[src/rv_pipe_pkg.sv]
package rv_pipe_pkg;

	// ------------------------------
	// widths
	// ------------------------------
	localparam int XLEN   = 32;	// data and address width
	localparam int REG_AW = 5;	// register index width

	// ------------------------------
	// encodings
	// ------------------------------
	typedef enum logic [6:0] {
		OPC_LOAD   = 7'b0000011,
		OPC_OP_IMM = 7'b0010011,
		OPC_AUIPC  = 7'b0010111,
		OPC_STORE  = 7'b0100011,
		OPC_OP     = 7'b0110011,
		OPC_LUI    = 7'b0110111,
		OPC_BRANCH = 7'b1100011,
		OPC_JALR   = 7'b1100111,
		OPC_JAL    = 7'b1101111
	} opcode_e;

	typedef enum logic [3:0] {
		ALU_NOP, ALU_ADD, ALU_SUB, ALU_SLL, ALU_XOR, ALU_SRL, ALU_SRA, ALU_OR, ALU_AND
	} alu_op_e;

	typedef enum logic [2:0] {
		CMP_NOP, CMP_EQ, CMP_NE, CMP_LT, CMP_GE, CMP_LTU, CMP_GEU
	} cmp_op_e;

	typedef enum logic [3:0] {
		MEM_NOP, MEM_LB, MEM_LH, MEM_LW, MEM_LBU, MEM_LHU, MEM_SB, MEM_SH, MEM_SW
	} mem_op_e;

	typedef enum logic [1:0] {
		WB_ALU,		// alu result
		WB_CMP,		// compare bit, zero extended
		WB_LINK,	// pc+4 or U immediate from decode
		WB_MEM		// load data
	} wb_sel_e;

	function automatic logic mem_is_load(input mem_op_e op);
		return op inside {MEM_LB, MEM_LH, MEM_LW, MEM_LBU, MEM_LHU};
	endfunction

	// ------------------------------
	// stage bundles
	// ------------------------------
	typedef struct packed {
		logic              valid;
		alu_op_e           alu_op;
		cmp_op_e           cmp_op;
		logic [XLEN-1:0]   alu_a;
		logic [XLEN-1:0]   alu_b;
		logic [XLEN-1:0]   cmp_a;
		logic [XLEN-1:0]   cmp_b;
		mem_op_e           mem_op;
		logic [XLEN-1:0]   store_data;
		wb_sel_e           wb_sel;
		logic              gpr_we;
		logic [REG_AW-1:0] dst;
		logic [XLEN-1:0]   link_data;
		logic              is_branch;
		logic              is_jump;
	} id_ex_t;

	typedef struct packed {
		logic              valid;
		logic              gpr_we;
		logic [REG_AW-1:0] dst;
		wb_sel_e           wb_sel;
		logic [XLEN-1:0]   ex_result;
		mem_op_e           mem_op;
		logic [XLEN-1:0]   mem_addr;
		logic [XLEN-1:0]   store_data;
	} ex_mem_t;

	typedef struct packed {
		logic              valid;
		logic              gpr_we;
		logic [REG_AW-1:0] dst;
		logic [XLEN-1:0]   data;
	} fwd_t;

endpackage

[src/gpr_file.sv]
module gpr_file (
	input  logic                           clk_i,
	input  logic                           arst_n_i,
	input  logic [rv_pipe_pkg::REG_AW-1:0] rd_addr_a_i,
	input  logic [rv_pipe_pkg::REG_AW-1:0] rd_addr_b_i,
	input  logic                           we_i,
	input  logic [rv_pipe_pkg::REG_AW-1:0] wr_addr_i,
	input  logic [rv_pipe_pkg::XLEN-1:0]   wr_data_i,
	output logic [rv_pipe_pkg::XLEN-1:0]   rd_data_a_o,
	output logic [rv_pipe_pkg::XLEN-1:0]   rd_data_b_o
);

	logic [rv_pipe_pkg::XLEN-1:0] regs [0:31];

	always_ff @(posedge clk_i or negedge arst_n_i)
	begin
		if (!arst_n_i)
			for (int i = 0; i < 32; i++)
				regs[i] <= '0;
		else if (we_i && wr_addr_i != '0)
			regs[wr_addr_i] <= wr_data_i;	// x0 stays zero
	end

	// write-through on same-cycle read
	assign rd_data_a_o = (rd_addr_a_i == '0) ? '0 :
		(we_i && wr_addr_i == rd_addr_a_i) ? wr_data_i : regs[rd_addr_a_i];
	assign rd_data_b_o = (rd_addr_b_i == '0) ? '0 :
		(we_i && wr_addr_i == rd_addr_b_i) ? wr_data_i : regs[rd_addr_b_i];

endmodule

[src/decoder.sv]
module decoder (
	input  logic                             insn_valid_i,
	input  logic [rv_pipe_pkg::XLEN-1:0]     pc_i,
	input  logic [31:0]                      insn_i,
	input  logic [rv_pipe_pkg::XLEN-1:0]     rd_data_a_i,
	input  logic [rv_pipe_pkg::XLEN-1:0]     rd_data_b_i,
	input  rv_pipe_pkg::fwd_t                ex_fwd_i,
	input  rv_pipe_pkg::fwd_t                mem_fwd_i,
	input  rv_pipe_pkg::fwd_t                ex_load_i,
	input  logic                             flush_i,
	output logic [rv_pipe_pkg::REG_AW-1:0]   rd_addr_a_o,
	output logic [rv_pipe_pkg::REG_AW-1:0]   rd_addr_b_o,
	output rv_pipe_pkg::id_ex_t              id_ex_o,
	output logic                             stall_o
);

	rv_pipe_pkg::opcode_e opc;
	logic [2:0] funct3;
	logic [6:0] funct7;
	logic [rv_pipe_pkg::REG_AW-1:0] rs1;
	logic [rv_pipe_pkg::REG_AW-1:0] rs2;
	logic [rv_pipe_pkg::XLEN-1:0] imm_i;
	logic [rv_pipe_pkg::XLEN-1:0] imm_sh;
	logic [rv_pipe_pkg::XLEN-1:0] imm_s;
	logic [rv_pipe_pkg::XLEN-1:0] imm_b;
	logic [rv_pipe_pkg::XLEN-1:0] imm_j;
	logic [rv_pipe_pkg::XLEN-1:0] imm_u;
	logic [rv_pipe_pkg::XLEN-1:0] op_a;
	logic [rv_pipe_pkg::XLEN-1:0] op_b;
	logic sh_ok;
	logic legal;

	// ------------------------------
	// fields and immediates
	// ------------------------------
	assign opc    = rv_pipe_pkg::opcode_e'(insn_i[6:0]);
	assign funct3 = insn_i[14:12];
	assign funct7 = insn_i[31:25];
	assign rs1    = insn_i[19:15];
	assign rs2    = insn_i[24:20];
	assign imm_i  = {{20{insn_i[31]}}, insn_i[31:20]};
	assign imm_sh = {27'b0, insn_i[24:20]};	// shamt only
	assign imm_s  = {{20{insn_i[31]}}, insn_i[31:25], insn_i[11:7]};
	assign imm_b  = {{20{insn_i[31]}}, insn_i[7], insn_i[30:25], insn_i[11:8], 1'b0};
	assign imm_j  = {{12{insn_i[31]}}, insn_i[19:12], insn_i[20], insn_i[30:21], 1'b0};
	assign imm_u  = {insn_i[31:12], 12'b0};

	assign rd_addr_a_o = rs1;
	assign rd_addr_b_o = rs2;

	// funct7 of 0x20 only selects SUB or SRA
	assign sh_ok = (funct7 == 7'h00) || ((funct7 == 7'h20) &&
		((funct3 == 3'd5) || (funct3 == 3'd0 && opc == rv_pipe_pkg::OPC_OP)));

	// ------------------------------
	// operand forwarding
	// ------------------------------
	function automatic logic [rv_pipe_pkg::XLEN-1:0] fwd_pick(
		input logic [rv_pipe_pkg::REG_AW-1:0] addr,
		input logic [rv_pipe_pkg::XLEN-1:0]   rf_data,
		input rv_pipe_pkg::fwd_t              ex_f,
		input rv_pipe_pkg::fwd_t              mem_f
	);
		if (addr == '0)
			return rf_data;
		if (ex_f.valid && ex_f.gpr_we && ex_f.dst == addr)
			return ex_f.data;	// youngest producer wins
		if (mem_f.valid && mem_f.gpr_we && mem_f.dst == addr)
			return mem_f.data;
		return rf_data;
	endfunction

	assign op_a = fwd_pick(rs1, rd_data_a_i, ex_fwd_i, mem_fwd_i);
	assign op_b = fwd_pick(rs2, rd_data_b_i, ex_fwd_i, mem_fwd_i);

	// load result is not ready until the next cycle
	assign stall_o = insn_valid_i && ex_load_i.valid && ex_load_i.gpr_we &&
		(ex_load_i.dst != '0) && (ex_load_i.dst == rs1 || ex_load_i.dst == rs2);

	// ------------------------------
	// decode
	// ------------------------------
	always_comb
	begin
		id_ex_o            = '0;
		id_ex_o.alu_a      = op_a;
		id_ex_o.alu_b      = op_b;
		id_ex_o.cmp_a      = op_a;
		id_ex_o.cmp_b      = op_b;
		id_ex_o.store_data = op_b;
		id_ex_o.dst        = insn_i[11:7];
		id_ex_o.link_data  = pc_i + 32'd4;	// return address
		legal              = 1'b1;
		case (opc)
			rv_pipe_pkg::OPC_LUI:
			begin
				id_ex_o.gpr_we    = 1'b1;
				id_ex_o.wb_sel    = rv_pipe_pkg::WB_LINK;
				id_ex_o.link_data = imm_u;
			end
			rv_pipe_pkg::OPC_AUIPC:
			begin
				id_ex_o.alu_op = rv_pipe_pkg::ALU_ADD;
				id_ex_o.alu_a  = pc_i;
				id_ex_o.alu_b  = imm_u;
				id_ex_o.gpr_we = 1'b1;
			end
			rv_pipe_pkg::OPC_JAL, rv_pipe_pkg::OPC_JALR:
			begin
				id_ex_o.alu_op  = rv_pipe_pkg::ALU_ADD;
				id_ex_o.gpr_we  = 1'b1;
				id_ex_o.wb_sel  = rv_pipe_pkg::WB_LINK;
				id_ex_o.is_jump = 1'b1;
				if (opc == rv_pipe_pkg::OPC_JAL)
				begin
					id_ex_o.alu_a = pc_i;
					id_ex_o.alu_b = imm_j;
				end
				else
				begin
					id_ex_o.alu_b = imm_i;	// rs1 + imm
					legal         = (funct3 == 3'd0);
				end
			end
			rv_pipe_pkg::OPC_BRANCH:
			begin
				id_ex_o.alu_op    = rv_pipe_pkg::ALU_ADD;
				id_ex_o.alu_a     = pc_i;
				id_ex_o.alu_b     = imm_b;
				id_ex_o.is_branch = 1'b1;
				case (funct3)
					3'd0: id_ex_o.cmp_op = rv_pipe_pkg::CMP_EQ;
					3'd1: id_ex_o.cmp_op = rv_pipe_pkg::CMP_NE;
					3'd4: id_ex_o.cmp_op = rv_pipe_pkg::CMP_LT;
					3'd5: id_ex_o.cmp_op = rv_pipe_pkg::CMP_GE;
					3'd6: id_ex_o.cmp_op = rv_pipe_pkg::CMP_LTU;
					3'd7: id_ex_o.cmp_op = rv_pipe_pkg::CMP_GEU;
					default: legal = 1'b0;
				endcase
			end
			rv_pipe_pkg::OPC_LOAD:
			begin
				id_ex_o.alu_op = rv_pipe_pkg::ALU_ADD;
				id_ex_o.alu_b  = imm_i;
				id_ex_o.gpr_we = 1'b1;
				id_ex_o.wb_sel = rv_pipe_pkg::WB_MEM;
				case (funct3)
					3'd0: id_ex_o.mem_op = rv_pipe_pkg::MEM_LB;
					3'd1: id_ex_o.mem_op = rv_pipe_pkg::MEM_LH;
					3'd2: id_ex_o.mem_op = rv_pipe_pkg::MEM_LW;
					3'd4: id_ex_o.mem_op = rv_pipe_pkg::MEM_LBU;
					3'd5: id_ex_o.mem_op = rv_pipe_pkg::MEM_LHU;
					default: legal = 1'b0;
				endcase
			end
			rv_pipe_pkg::OPC_STORE:
			begin
				id_ex_o.alu_op = rv_pipe_pkg::ALU_ADD;
				id_ex_o.alu_b  = imm_s;
				case (funct3)
					3'd0: id_ex_o.mem_op = rv_pipe_pkg::MEM_SB;
					3'd1: id_ex_o.mem_op = rv_pipe_pkg::MEM_SH;
					3'd2: id_ex_o.mem_op = rv_pipe_pkg::MEM_SW;
					default: legal = 1'b0;
				endcase
			end
			rv_pipe_pkg::OPC_OP_IMM, rv_pipe_pkg::OPC_OP:
			begin
				id_ex_o.gpr_we = 1'b1;
				legal          = sh_ok;
				if (opc == rv_pipe_pkg::OPC_OP_IMM)
				begin
					id_ex_o.alu_b = (funct3[1:0] == 2'b01) ? imm_sh : imm_i;
					id_ex_o.cmp_b = imm_i;
					legal = (funct3 == 3'd1) ? (funct7 == 7'h00) : (funct3 != 3'd5 || sh_ok);
				end
				if (funct3[2:1] == 2'b01)
					id_ex_o.wb_sel = rv_pipe_pkg::WB_CMP;	// slt family
				case (funct3)
					3'd0: id_ex_o.alu_op = (opc == rv_pipe_pkg::OPC_OP && funct7[5]) ?
						rv_pipe_pkg::ALU_SUB : rv_pipe_pkg::ALU_ADD;
					3'd1: id_ex_o.alu_op = rv_pipe_pkg::ALU_SLL;
					3'd2: id_ex_o.cmp_op = rv_pipe_pkg::CMP_LT;
					3'd3: id_ex_o.cmp_op = rv_pipe_pkg::CMP_LTU;
					3'd4: id_ex_o.alu_op = rv_pipe_pkg::ALU_XOR;
					3'd5: id_ex_o.alu_op = funct7[5] ? rv_pipe_pkg::ALU_SRA : rv_pipe_pkg::ALU_SRL;
					3'd6: id_ex_o.alu_op = rv_pipe_pkg::ALU_OR;
					default: id_ex_o.alu_op = rv_pipe_pkg::ALU_AND;
				endcase
			end
			default: legal = 1'b0;	// undefined opcode
		endcase
		id_ex_o.valid  = insn_valid_i && legal && !stall_o && !flush_i;
		id_ex_o.gpr_we = id_ex_o.gpr_we && id_ex_o.valid && (id_ex_o.dst != '0);
	end

endmodule

[src/ex_stage.sv]
module ex_stage (
	input  logic                         clk_i,
	input  logic                         arst_n_i,
	input  rv_pipe_pkg::id_ex_t          id_ex_i,
	output rv_pipe_pkg::ex_mem_t         ex_mem_o,
	output rv_pipe_pkg::fwd_t            ex_fwd_o,
	output rv_pipe_pkg::fwd_t            ex_load_o,
	output logic                         br_taken_o,
	output logic [rv_pipe_pkg::XLEN-1:0] br_addr_o
);

	rv_pipe_pkg::id_ex_t id_ex_q;
	logic [rv_pipe_pkg::XLEN-1:0] alu_res;
	logic [rv_pipe_pkg::XLEN-1:0] result;
	logic cmp_res;
	logic is_load;

	always_ff @(posedge clk_i or negedge arst_n_i)
	begin
		if (!arst_n_i)
			id_ex_q <= '0;	// bubble
		else
			id_ex_q <= id_ex_i;
	end

	// ------------------------------
	// alu and comparator
	// ------------------------------
	always_comb
	begin
		case (id_ex_q.alu_op)
			rv_pipe_pkg::ALU_ADD: alu_res = id_ex_q.alu_a + id_ex_q.alu_b;
			rv_pipe_pkg::ALU_SUB: alu_res = id_ex_q.alu_a - id_ex_q.alu_b;
			rv_pipe_pkg::ALU_SLL: alu_res = id_ex_q.alu_a << id_ex_q.alu_b[4:0];
			rv_pipe_pkg::ALU_XOR: alu_res = id_ex_q.alu_a ^ id_ex_q.alu_b;
			rv_pipe_pkg::ALU_SRL: alu_res = id_ex_q.alu_a >> id_ex_q.alu_b[4:0];
			rv_pipe_pkg::ALU_SRA: alu_res = $signed(id_ex_q.alu_a) >>> id_ex_q.alu_b[4:0];
			rv_pipe_pkg::ALU_OR:  alu_res = id_ex_q.alu_a | id_ex_q.alu_b;
			rv_pipe_pkg::ALU_AND: alu_res = id_ex_q.alu_a & id_ex_q.alu_b;
			default:              alu_res = '0;
		endcase
		case (id_ex_q.cmp_op)
			rv_pipe_pkg::CMP_EQ:  cmp_res = id_ex_q.cmp_a == id_ex_q.cmp_b;
			rv_pipe_pkg::CMP_NE:  cmp_res = id_ex_q.cmp_a != id_ex_q.cmp_b;
			rv_pipe_pkg::CMP_LT:  cmp_res = $signed(id_ex_q.cmp_a) < $signed(id_ex_q.cmp_b);
			rv_pipe_pkg::CMP_GE:  cmp_res = $signed(id_ex_q.cmp_a) >= $signed(id_ex_q.cmp_b);
			rv_pipe_pkg::CMP_LTU: cmp_res = id_ex_q.cmp_a < id_ex_q.cmp_b;
			rv_pipe_pkg::CMP_GEU: cmp_res = id_ex_q.cmp_a >= id_ex_q.cmp_b;
			default:              cmp_res = 1'b0;
		endcase
		case (id_ex_q.wb_sel)
			rv_pipe_pkg::WB_CMP:  result = {31'b0, cmp_res};
			rv_pipe_pkg::WB_LINK: result = id_ex_q.link_data;
			default:              result = alu_res;	// alu, or address for loads
		endcase
	end

	// redirect, jalr target has bit 0 cleared
	assign br_taken_o = id_ex_q.valid && (id_ex_q.is_jump || (id_ex_q.is_branch && cmp_res));
	assign br_addr_o  = {alu_res[rv_pipe_pkg::XLEN-1:1], alu_res[0] & ~id_ex_q.is_jump};

	assign is_load = rv_pipe_pkg::mem_is_load(id_ex_q.mem_op);

	assign ex_mem_o = '{valid: id_ex_q.valid, gpr_we: id_ex_q.gpr_we, dst: id_ex_q.dst,
		wb_sel: id_ex_q.wb_sel, ex_result: result, mem_op: id_ex_q.mem_op,
		mem_addr: alu_res, store_data: id_ex_q.store_data};
	assign ex_fwd_o  = '{valid: id_ex_q.valid && !is_load, gpr_we: id_ex_q.gpr_we,
		dst: id_ex_q.dst, data: result};
	assign ex_load_o = '{valid: id_ex_q.valid && is_load, gpr_we: id_ex_q.gpr_we,
		dst: id_ex_q.dst, data: alu_res};

endmodule

[src/mem_stage.sv]
module mem_stage (
	input  logic                           clk_i,
	input  logic                           arst_n_i,
	input  rv_pipe_pkg::ex_mem_t           ex_mem_i,
	input  logic [rv_pipe_pkg::XLEN-1:0]   mem_rdata_i,
	output rv_pipe_pkg::mem_op_e           mem_op_o,
	output logic [rv_pipe_pkg::XLEN-1:0]   mem_addr_o,
	output logic [rv_pipe_pkg::XLEN-1:0]   mem_wdata_o,
	output rv_pipe_pkg::fwd_t              mem_fwd_o,
	output logic                           wb_valid_o,
	output logic [rv_pipe_pkg::REG_AW-1:0] wb_addr_o,
	output logic [rv_pipe_pkg::XLEN-1:0]   wb_data_o
);

	logic [4:0] lane_sh;
	logic [rv_pipe_pkg::XLEN-1:0] ld_raw;
	logic [rv_pipe_pkg::XLEN-1:0] ld_data;
	logic wb_we_q;
	logic [rv_pipe_pkg::REG_AW-1:0] wb_dst_q;
	logic [rv_pipe_pkg::XLEN-1:0] wb_data_q;

	assign lane_sh    = {ex_mem_i.mem_addr[1:0], 3'b000};	// byte offset in bits
	assign mem_op_o   = ex_mem_i.valid ? ex_mem_i.mem_op : rv_pipe_pkg::MEM_NOP;
	assign mem_addr_o = ex_mem_i.mem_addr;
	assign ld_raw     = mem_rdata_i >> lane_sh;

	always_comb
	begin
		case (ex_mem_i.mem_op)
			rv_pipe_pkg::MEM_SB: mem_wdata_o = {24'b0, ex_mem_i.store_data[7:0]} << lane_sh;
			rv_pipe_pkg::MEM_SH: mem_wdata_o = {16'b0, ex_mem_i.store_data[15:0]} << lane_sh;
			default:             mem_wdata_o = ex_mem_i.store_data;
		endcase
		case (ex_mem_i.mem_op)
			rv_pipe_pkg::MEM_LB:  ld_data = {{24{ld_raw[7]}}, ld_raw[7:0]};
			rv_pipe_pkg::MEM_LH:  ld_data = {{16{ld_raw[15]}}, ld_raw[15:0]};
			rv_pipe_pkg::MEM_LBU: ld_data = {24'b0, ld_raw[7:0]};
			rv_pipe_pkg::MEM_LHU: ld_data = {16'b0, ld_raw[15:0]};
			default:              ld_data = ld_raw;	// word
		endcase
	end

	// ------------------------------
	// writeback register
	// ------------------------------
	always_ff @(posedge clk_i or negedge arst_n_i)
	begin
		if (!arst_n_i)
			wb_we_q <= 1'b0;
		else
			wb_we_q <= ex_mem_i.valid && ex_mem_i.gpr_we;
	end

	always_ff @(posedge clk_i)
	begin
		wb_dst_q  <= ex_mem_i.dst;
		wb_data_q <= (ex_mem_i.wb_sel == rv_pipe_pkg::WB_MEM) ? ld_data : ex_mem_i.ex_result;
	end

	assign mem_fwd_o  = '{valid: wb_we_q, gpr_we: wb_we_q, dst: wb_dst_q, data: wb_data_q};
	assign wb_valid_o = wb_we_q;
	assign wb_addr_o  = wb_dst_q;
	assign wb_data_o  = wb_data_q;

endmodule

[src/rv_pipe_top.sv]
module rv_pipe_top (
	input  logic                           clk_i,
	input  logic                           arst_n_i,
	input  logic                           insn_valid_i,
	input  logic [rv_pipe_pkg::XLEN-1:0]   pc_i,
	input  logic [31:0]                    insn_i,
	output logic                           stall_o,
	output logic                           br_taken_o,
	output logic [rv_pipe_pkg::XLEN-1:0]   br_addr_o,
	output rv_pipe_pkg::mem_op_e           mem_op_o,
	output logic [rv_pipe_pkg::XLEN-1:0]   mem_addr_o,
	output logic [rv_pipe_pkg::XLEN-1:0]   mem_wdata_o,
	input  logic [rv_pipe_pkg::XLEN-1:0]   mem_rdata_i,
	output logic                           wb_valid_o,
	output logic [rv_pipe_pkg::REG_AW-1:0] wb_addr_o,
	output logic [rv_pipe_pkg::XLEN-1:0]   wb_data_o
);

	logic [rv_pipe_pkg::REG_AW-1:0] rd_addr_a;
	logic [rv_pipe_pkg::REG_AW-1:0] rd_addr_b;
	logic [rv_pipe_pkg::XLEN-1:0] rd_data_a;
	logic [rv_pipe_pkg::XLEN-1:0] rd_data_b;
	rv_pipe_pkg::id_ex_t id_ex;
	rv_pipe_pkg::ex_mem_t ex_mem;
	rv_pipe_pkg::fwd_t ex_fwd;
	rv_pipe_pkg::fwd_t ex_load;
	rv_pipe_pkg::fwd_t mem_fwd;

	decoder u_decoder (.insn_valid_i(insn_valid_i), .pc_i(pc_i), .insn_i(insn_i),
		.rd_data_a_i(rd_data_a), .rd_data_b_i(rd_data_b), .ex_fwd_i(ex_fwd),
		.mem_fwd_i(mem_fwd), .ex_load_i(ex_load), .flush_i(br_taken_o),
		.rd_addr_a_o(rd_addr_a), .rd_addr_b_o(rd_addr_b), .id_ex_o(id_ex), .stall_o(stall_o));

	gpr_file u_gpr_file (.clk_i(clk_i), .arst_n_i(arst_n_i), .rd_addr_a_i(rd_addr_a),
		.rd_addr_b_i(rd_addr_b), .we_i(mem_fwd.gpr_we), .wr_addr_i(mem_fwd.dst),
		.wr_data_i(mem_fwd.data), .rd_data_a_o(rd_data_a), .rd_data_b_o(rd_data_b));

	ex_stage u_ex_stage (.clk_i(clk_i), .arst_n_i(arst_n_i), .id_ex_i(id_ex),
		.ex_mem_o(ex_mem), .ex_fwd_o(ex_fwd), .ex_load_o(ex_load),
		.br_taken_o(br_taken_o), .br_addr_o(br_addr_o));

	mem_stage u_mem_stage (.clk_i(clk_i), .arst_n_i(arst_n_i), .ex_mem_i(ex_mem),
		.mem_rdata_i(mem_rdata_i), .mem_op_o(mem_op_o), .mem_addr_o(mem_addr_o),
		.mem_wdata_o(mem_wdata_o), .mem_fwd_o(mem_fwd), .wb_valid_o(wb_valid_o),
		.wb_addr_o(wb_addr_o), .wb_data_o(wb_data_o));

endmodule

[config.mk]
export PLATFORM = sky130hd
export DESIGN_NAME = rv_pipe_top
export DESIGN_NICKNAME = d
export VERILOG_FILES = /design/src/rv_pipe_pkg.sv /design/src/gpr_file.sv /design/src/decoder.sv /design/src/ex_stage.sv /design/src/mem_stage.sv /design/src/rv_pipe_top.sv
export SDC_FILE = /design/constraint.sdc
export NUM_CORES = 2
export LEC_CHECK = 0
export ABC_CLOCK_PERIOD_IN_PS = 8250
export BUFFER_PORTS_ARGS = -buffer_cell sky130_fd_sc_hd__buf_2
export CORE_MARGIN = 5
export CORE_UTILIZATION = 30
export CTS_BUF_LIST = sky130_fd_sc_hd__clkbuf_8
export DETAILED_ROUTE_END_ITERATION = 16
export GPL_TIMING_DRIVEN = 0
export PLACE_DENSITY = 0.48
export SYNTH_ARGS = -nofsm -noshare
export SYNTH_HDL_FRONTEND = slang
export SYNTH_HIERARCHICAL = 1
export SYNTH_SLANG_ARGS = --single-unit
export TNS_END_PERCENT = 1
[constraint.sdc]
create_clock -name clk_i -period 8.25 [get_ports clk_i]
set_input_delay 0.825 -clock clk_i [delete_from_list [all_inputs] [get_ports clk_i]]
set_output_delay 0.825 -clock clk_i [all_outputs]
set_load 0.01 [all_outputs]
==> impl_metrics.yaml <==
pwr:
  combPwrFrac_pct: 14.7
  p_sw_mw: 4.673
  p_leak_nw: 41.42
  p_int_mw: 10.05
  swShare_pct: 31.75
  p_clk_share_pct: 41.1
  vdd_drop_max_v: 0.0001595
  sequentialPowerShare_pct: 44.2
  powerDensity_nw_per_um2: 165.3
routing:
  route.detailed.drc: 0
  wire_per_inst_um: 39.61
  drtAntennaViolNets: 0
  first_iter_violations: 9150
  highest-signal-layer: "met5"
  wl_met3_um: 47920
  vias_per_cell: 6.109
  wl_met2_um: 181700
  drt-met1-wl_um: 166200
  dr.pass1.iters: 9
  num_vias: 66080
  wl_um: 428400
clocking:
  worst_skew_pair.late_latency_ns: 1.02
  cts_tree: "built"
  cts_buffers: 221
  cts.sinks: 1276
  cts-root-buf: "clkbuf_8"
  h-tree-depth: 4
  clk_pin_slew_ns: 0.06
  clockBufferDepth: 3
logic_synthesis:
  synth_nets: 6880
  synth_area_per_cell_sq_um: 11.80
  synthCells: 6648
  ys_warn_count: 6
  synth_area_sq_um: 78440
cells_and_area:
  mostFrequentLayoutCells: "dfrtp_1, mux2_1, mux4_2"
  fin_nets: 7346
  layout_commonest_cell: "dfrtp_1"
  area_growth_pct: 13.52
  final_util_pct: 34.25
  drive_gt1_share_pct: 26.65
critical_path:
  cp.arrival_ns: 7.40
  cp_slowest_cell: "dfrtp_1"
  crit_top_cell: "buf_2"
  start_kind: "flop"
  worstPathCellList: "buf_2, clkbuf_4, buf_2, buf_2, inv_1, ha_1, and3_1, nand4_1, nor3_2, nor4b_2, nor2_1, xnor2_1, ha_1, nor2b_1, nor2b_1, o21ai_0, nand3_1, a221o_1, a31oi_1, o21ai_1, buf_4, buf_4, buf_2"
  worst-setup-path-type: "flop to output pin"
  worstSetupEndpointType: "output pin"
  critPathTopFamily: "simple AND/OR/NAND/NOR gates"
  worst-path-buf-inv: 8
  cp_slowest_stage_delay_ns: 0.52
  cp.required_ns: 7.42
  critical_path_peak_fanout: 10
timing:
  relSlewSlack_pct: -10.49
  setup_viol: 0
  drv_slew: 132
  max_freq_mhz: 121.6
  finalHoldViolations: 0
  rsz0062_at_grt: "true"
  hold_ws_ns: 0.1276
  fin_skew_ns: 0.06953
  fin_crit_sh_pct: 99.65
  tightest_slew_ns: 1.657
  post-route-min-period_ns: 8.221
place:
  place_congestion: 0.9966
  portBuffers: 224
  hpwlAfterDp_um: 317200
global_routing:
  grt_max_degree: 158
  track_usage_pct: 30.51
  antenna_found_initial: 49
  gr-total-overflow: 0
  grt_pass1_vias: 64720
  grt_pass1_wl_um: 571700
die:
  core_area_sq_um: 259900
  die_area_sq_um: 271800
  die_x_um: 521.3
  dieHeight_um: 521.3
  io_pins: 239
  rows: 187
  initial_core_util_pct: 30.18
run:
  cap_violations: 14
outcome:
  violations: "max-capacitance violations, max-slew violations"
  status: "complete, but fails checks"
min_path:
  min_path_type: "input pin to flop"
==> worst reg2reg max path, stage by stage, from the launching register on <==
cell,delay (ns)
dfrtp_1,0.58
buf_2,0.38
clkbuf_4,0.34
buf_2,0.33
buf_2,0.34
inv_1,0.23
ha_1,0.29
and3_1,0.23
nand4_1,0.22
nand2_1,0.10
xnor2_1,0.28
ha_1,0.35
a21o_1,0.22
a221oi_1,0.39
and2_1,0.31
a21boi_0,0.15
xnor2_1,0.18
o211ai_1,0.73
nand2_1,0.10
o21ai_0,0.50
nor2_1,0.17
o21a_1,0.27
o31ai_1,0.98
==> timing repair <==
item	4_1_cts	5_1_grt
setup buffers	0	0
gates resized for setup	4	8
hold buffers	1	0
endpoints found under the setup margin	10	8
hold endpoints to repair	81	0
==> cell type report <==
type | count | area [sq um]
fill | 26130 | 170900
multi-input combinational | 4398 | 41950
sequential | 1276 | 31750
tap | 3496 | 4374
buffer | 835 | 4357
clock buffer | 280 | 3854
timing repair buffer | 244 | 1515
clock inverter | 111 | 631.9
inverter | 138 | 521.8
antenna | 38 | 95.09
==> flip-flops by register name (all words and copies together), names as in the netlist <==
register and cells:
u_mem_stage/wb_valid_o 1, u_gpr_file/regs 1024, u_ex_stage/ex_fwd_o 6, u_ex_stage/id_ex_q 169
u_mem_stage/wb_addr_o 5, u_mem_stage/wb_data_o 32, u_ex_stage/ex_mem_o 39
==> path summary, 6_finish.rpt <==
| kind | startpoint | end | slack [ns] | cells after the start |
|---|---|---|---|---|
| hold / removal | pc_i[0] | u_ex_stage/id_ex_q[2]$_DFF_PN0_ | 0.13 | 2 |
| hold reg to reg | u_gpr_file/regs[1015]$_DFFE_PN0P_ | u_gpr_file/regs[1015]$_DFFE_PN0P_ | 0.48 | 1 |
| setup reg to reg | u_ex_stage/id_ex_q[143]$_DFF_PN0_ | u_ex_stage/id_ex_q[187]$_DFF_PN0_ | 0.33 | 22 |
| min in group asynchronous | arst_n_i | u_gpr_file/regs[136]$_DFFE_PN0P_ | 0.32 | 2 |
| setup / recovery | u_ex_stage/id_ex_q[143]$_DFF_PN0_ | mem_addr_o[26] | 0.03 | 23 |
| max in group asynchronous | arst_n_i | u_ex_stage/id_ex_q[211]$_DFF_PN0_ | 5.01 | 6 |
==> metal layers <==
metal / track usage, % / vias up
met3: 10.31 / 1114
li1: - / 25780
met4: 19.54 / 16
met5: 0.07020 / -
met1: 38.58 / 34740
met2: 44.54 / 4425
==> power groups by stage <==
stage	combinational, mW	clock (mW)	sequential (mW)
2_1_floorplan	1.03	0	6.49
3_3_place_gp	2.06	0	6.62
3_5_place_dp	2.08	0	6.61
4_1_cts	2.09	6.15	6.50
5_1_grt	2.22	6.40	6.50
6_report	2.17	6.04	6.51
==> per-stage QoR <==
stage | total power, mW | setup TNS (ns) | setup WS, ns | area, sq um | cells
2_1_floorplan | 7.517 | 0 | 2.679 | 78440 | 6648
3_3_place_gp | 8.681 | - | -21.94 | 83930 | 10370
3_5_place_dp | 8.689 | 0 | 0.2626 | 84350 | 10390
4_1_cts | 14.73 | -0.1252 | -0.1252 | 88870 | 10780
5_1_grt | 15.12 | -0.2515 | -0.1332 | 88990 | 10800
6_report | 14.72 | 0 | 0.02902 | 89040 | 10820
No activity file was read; power rests on OpenSTA's default activity.
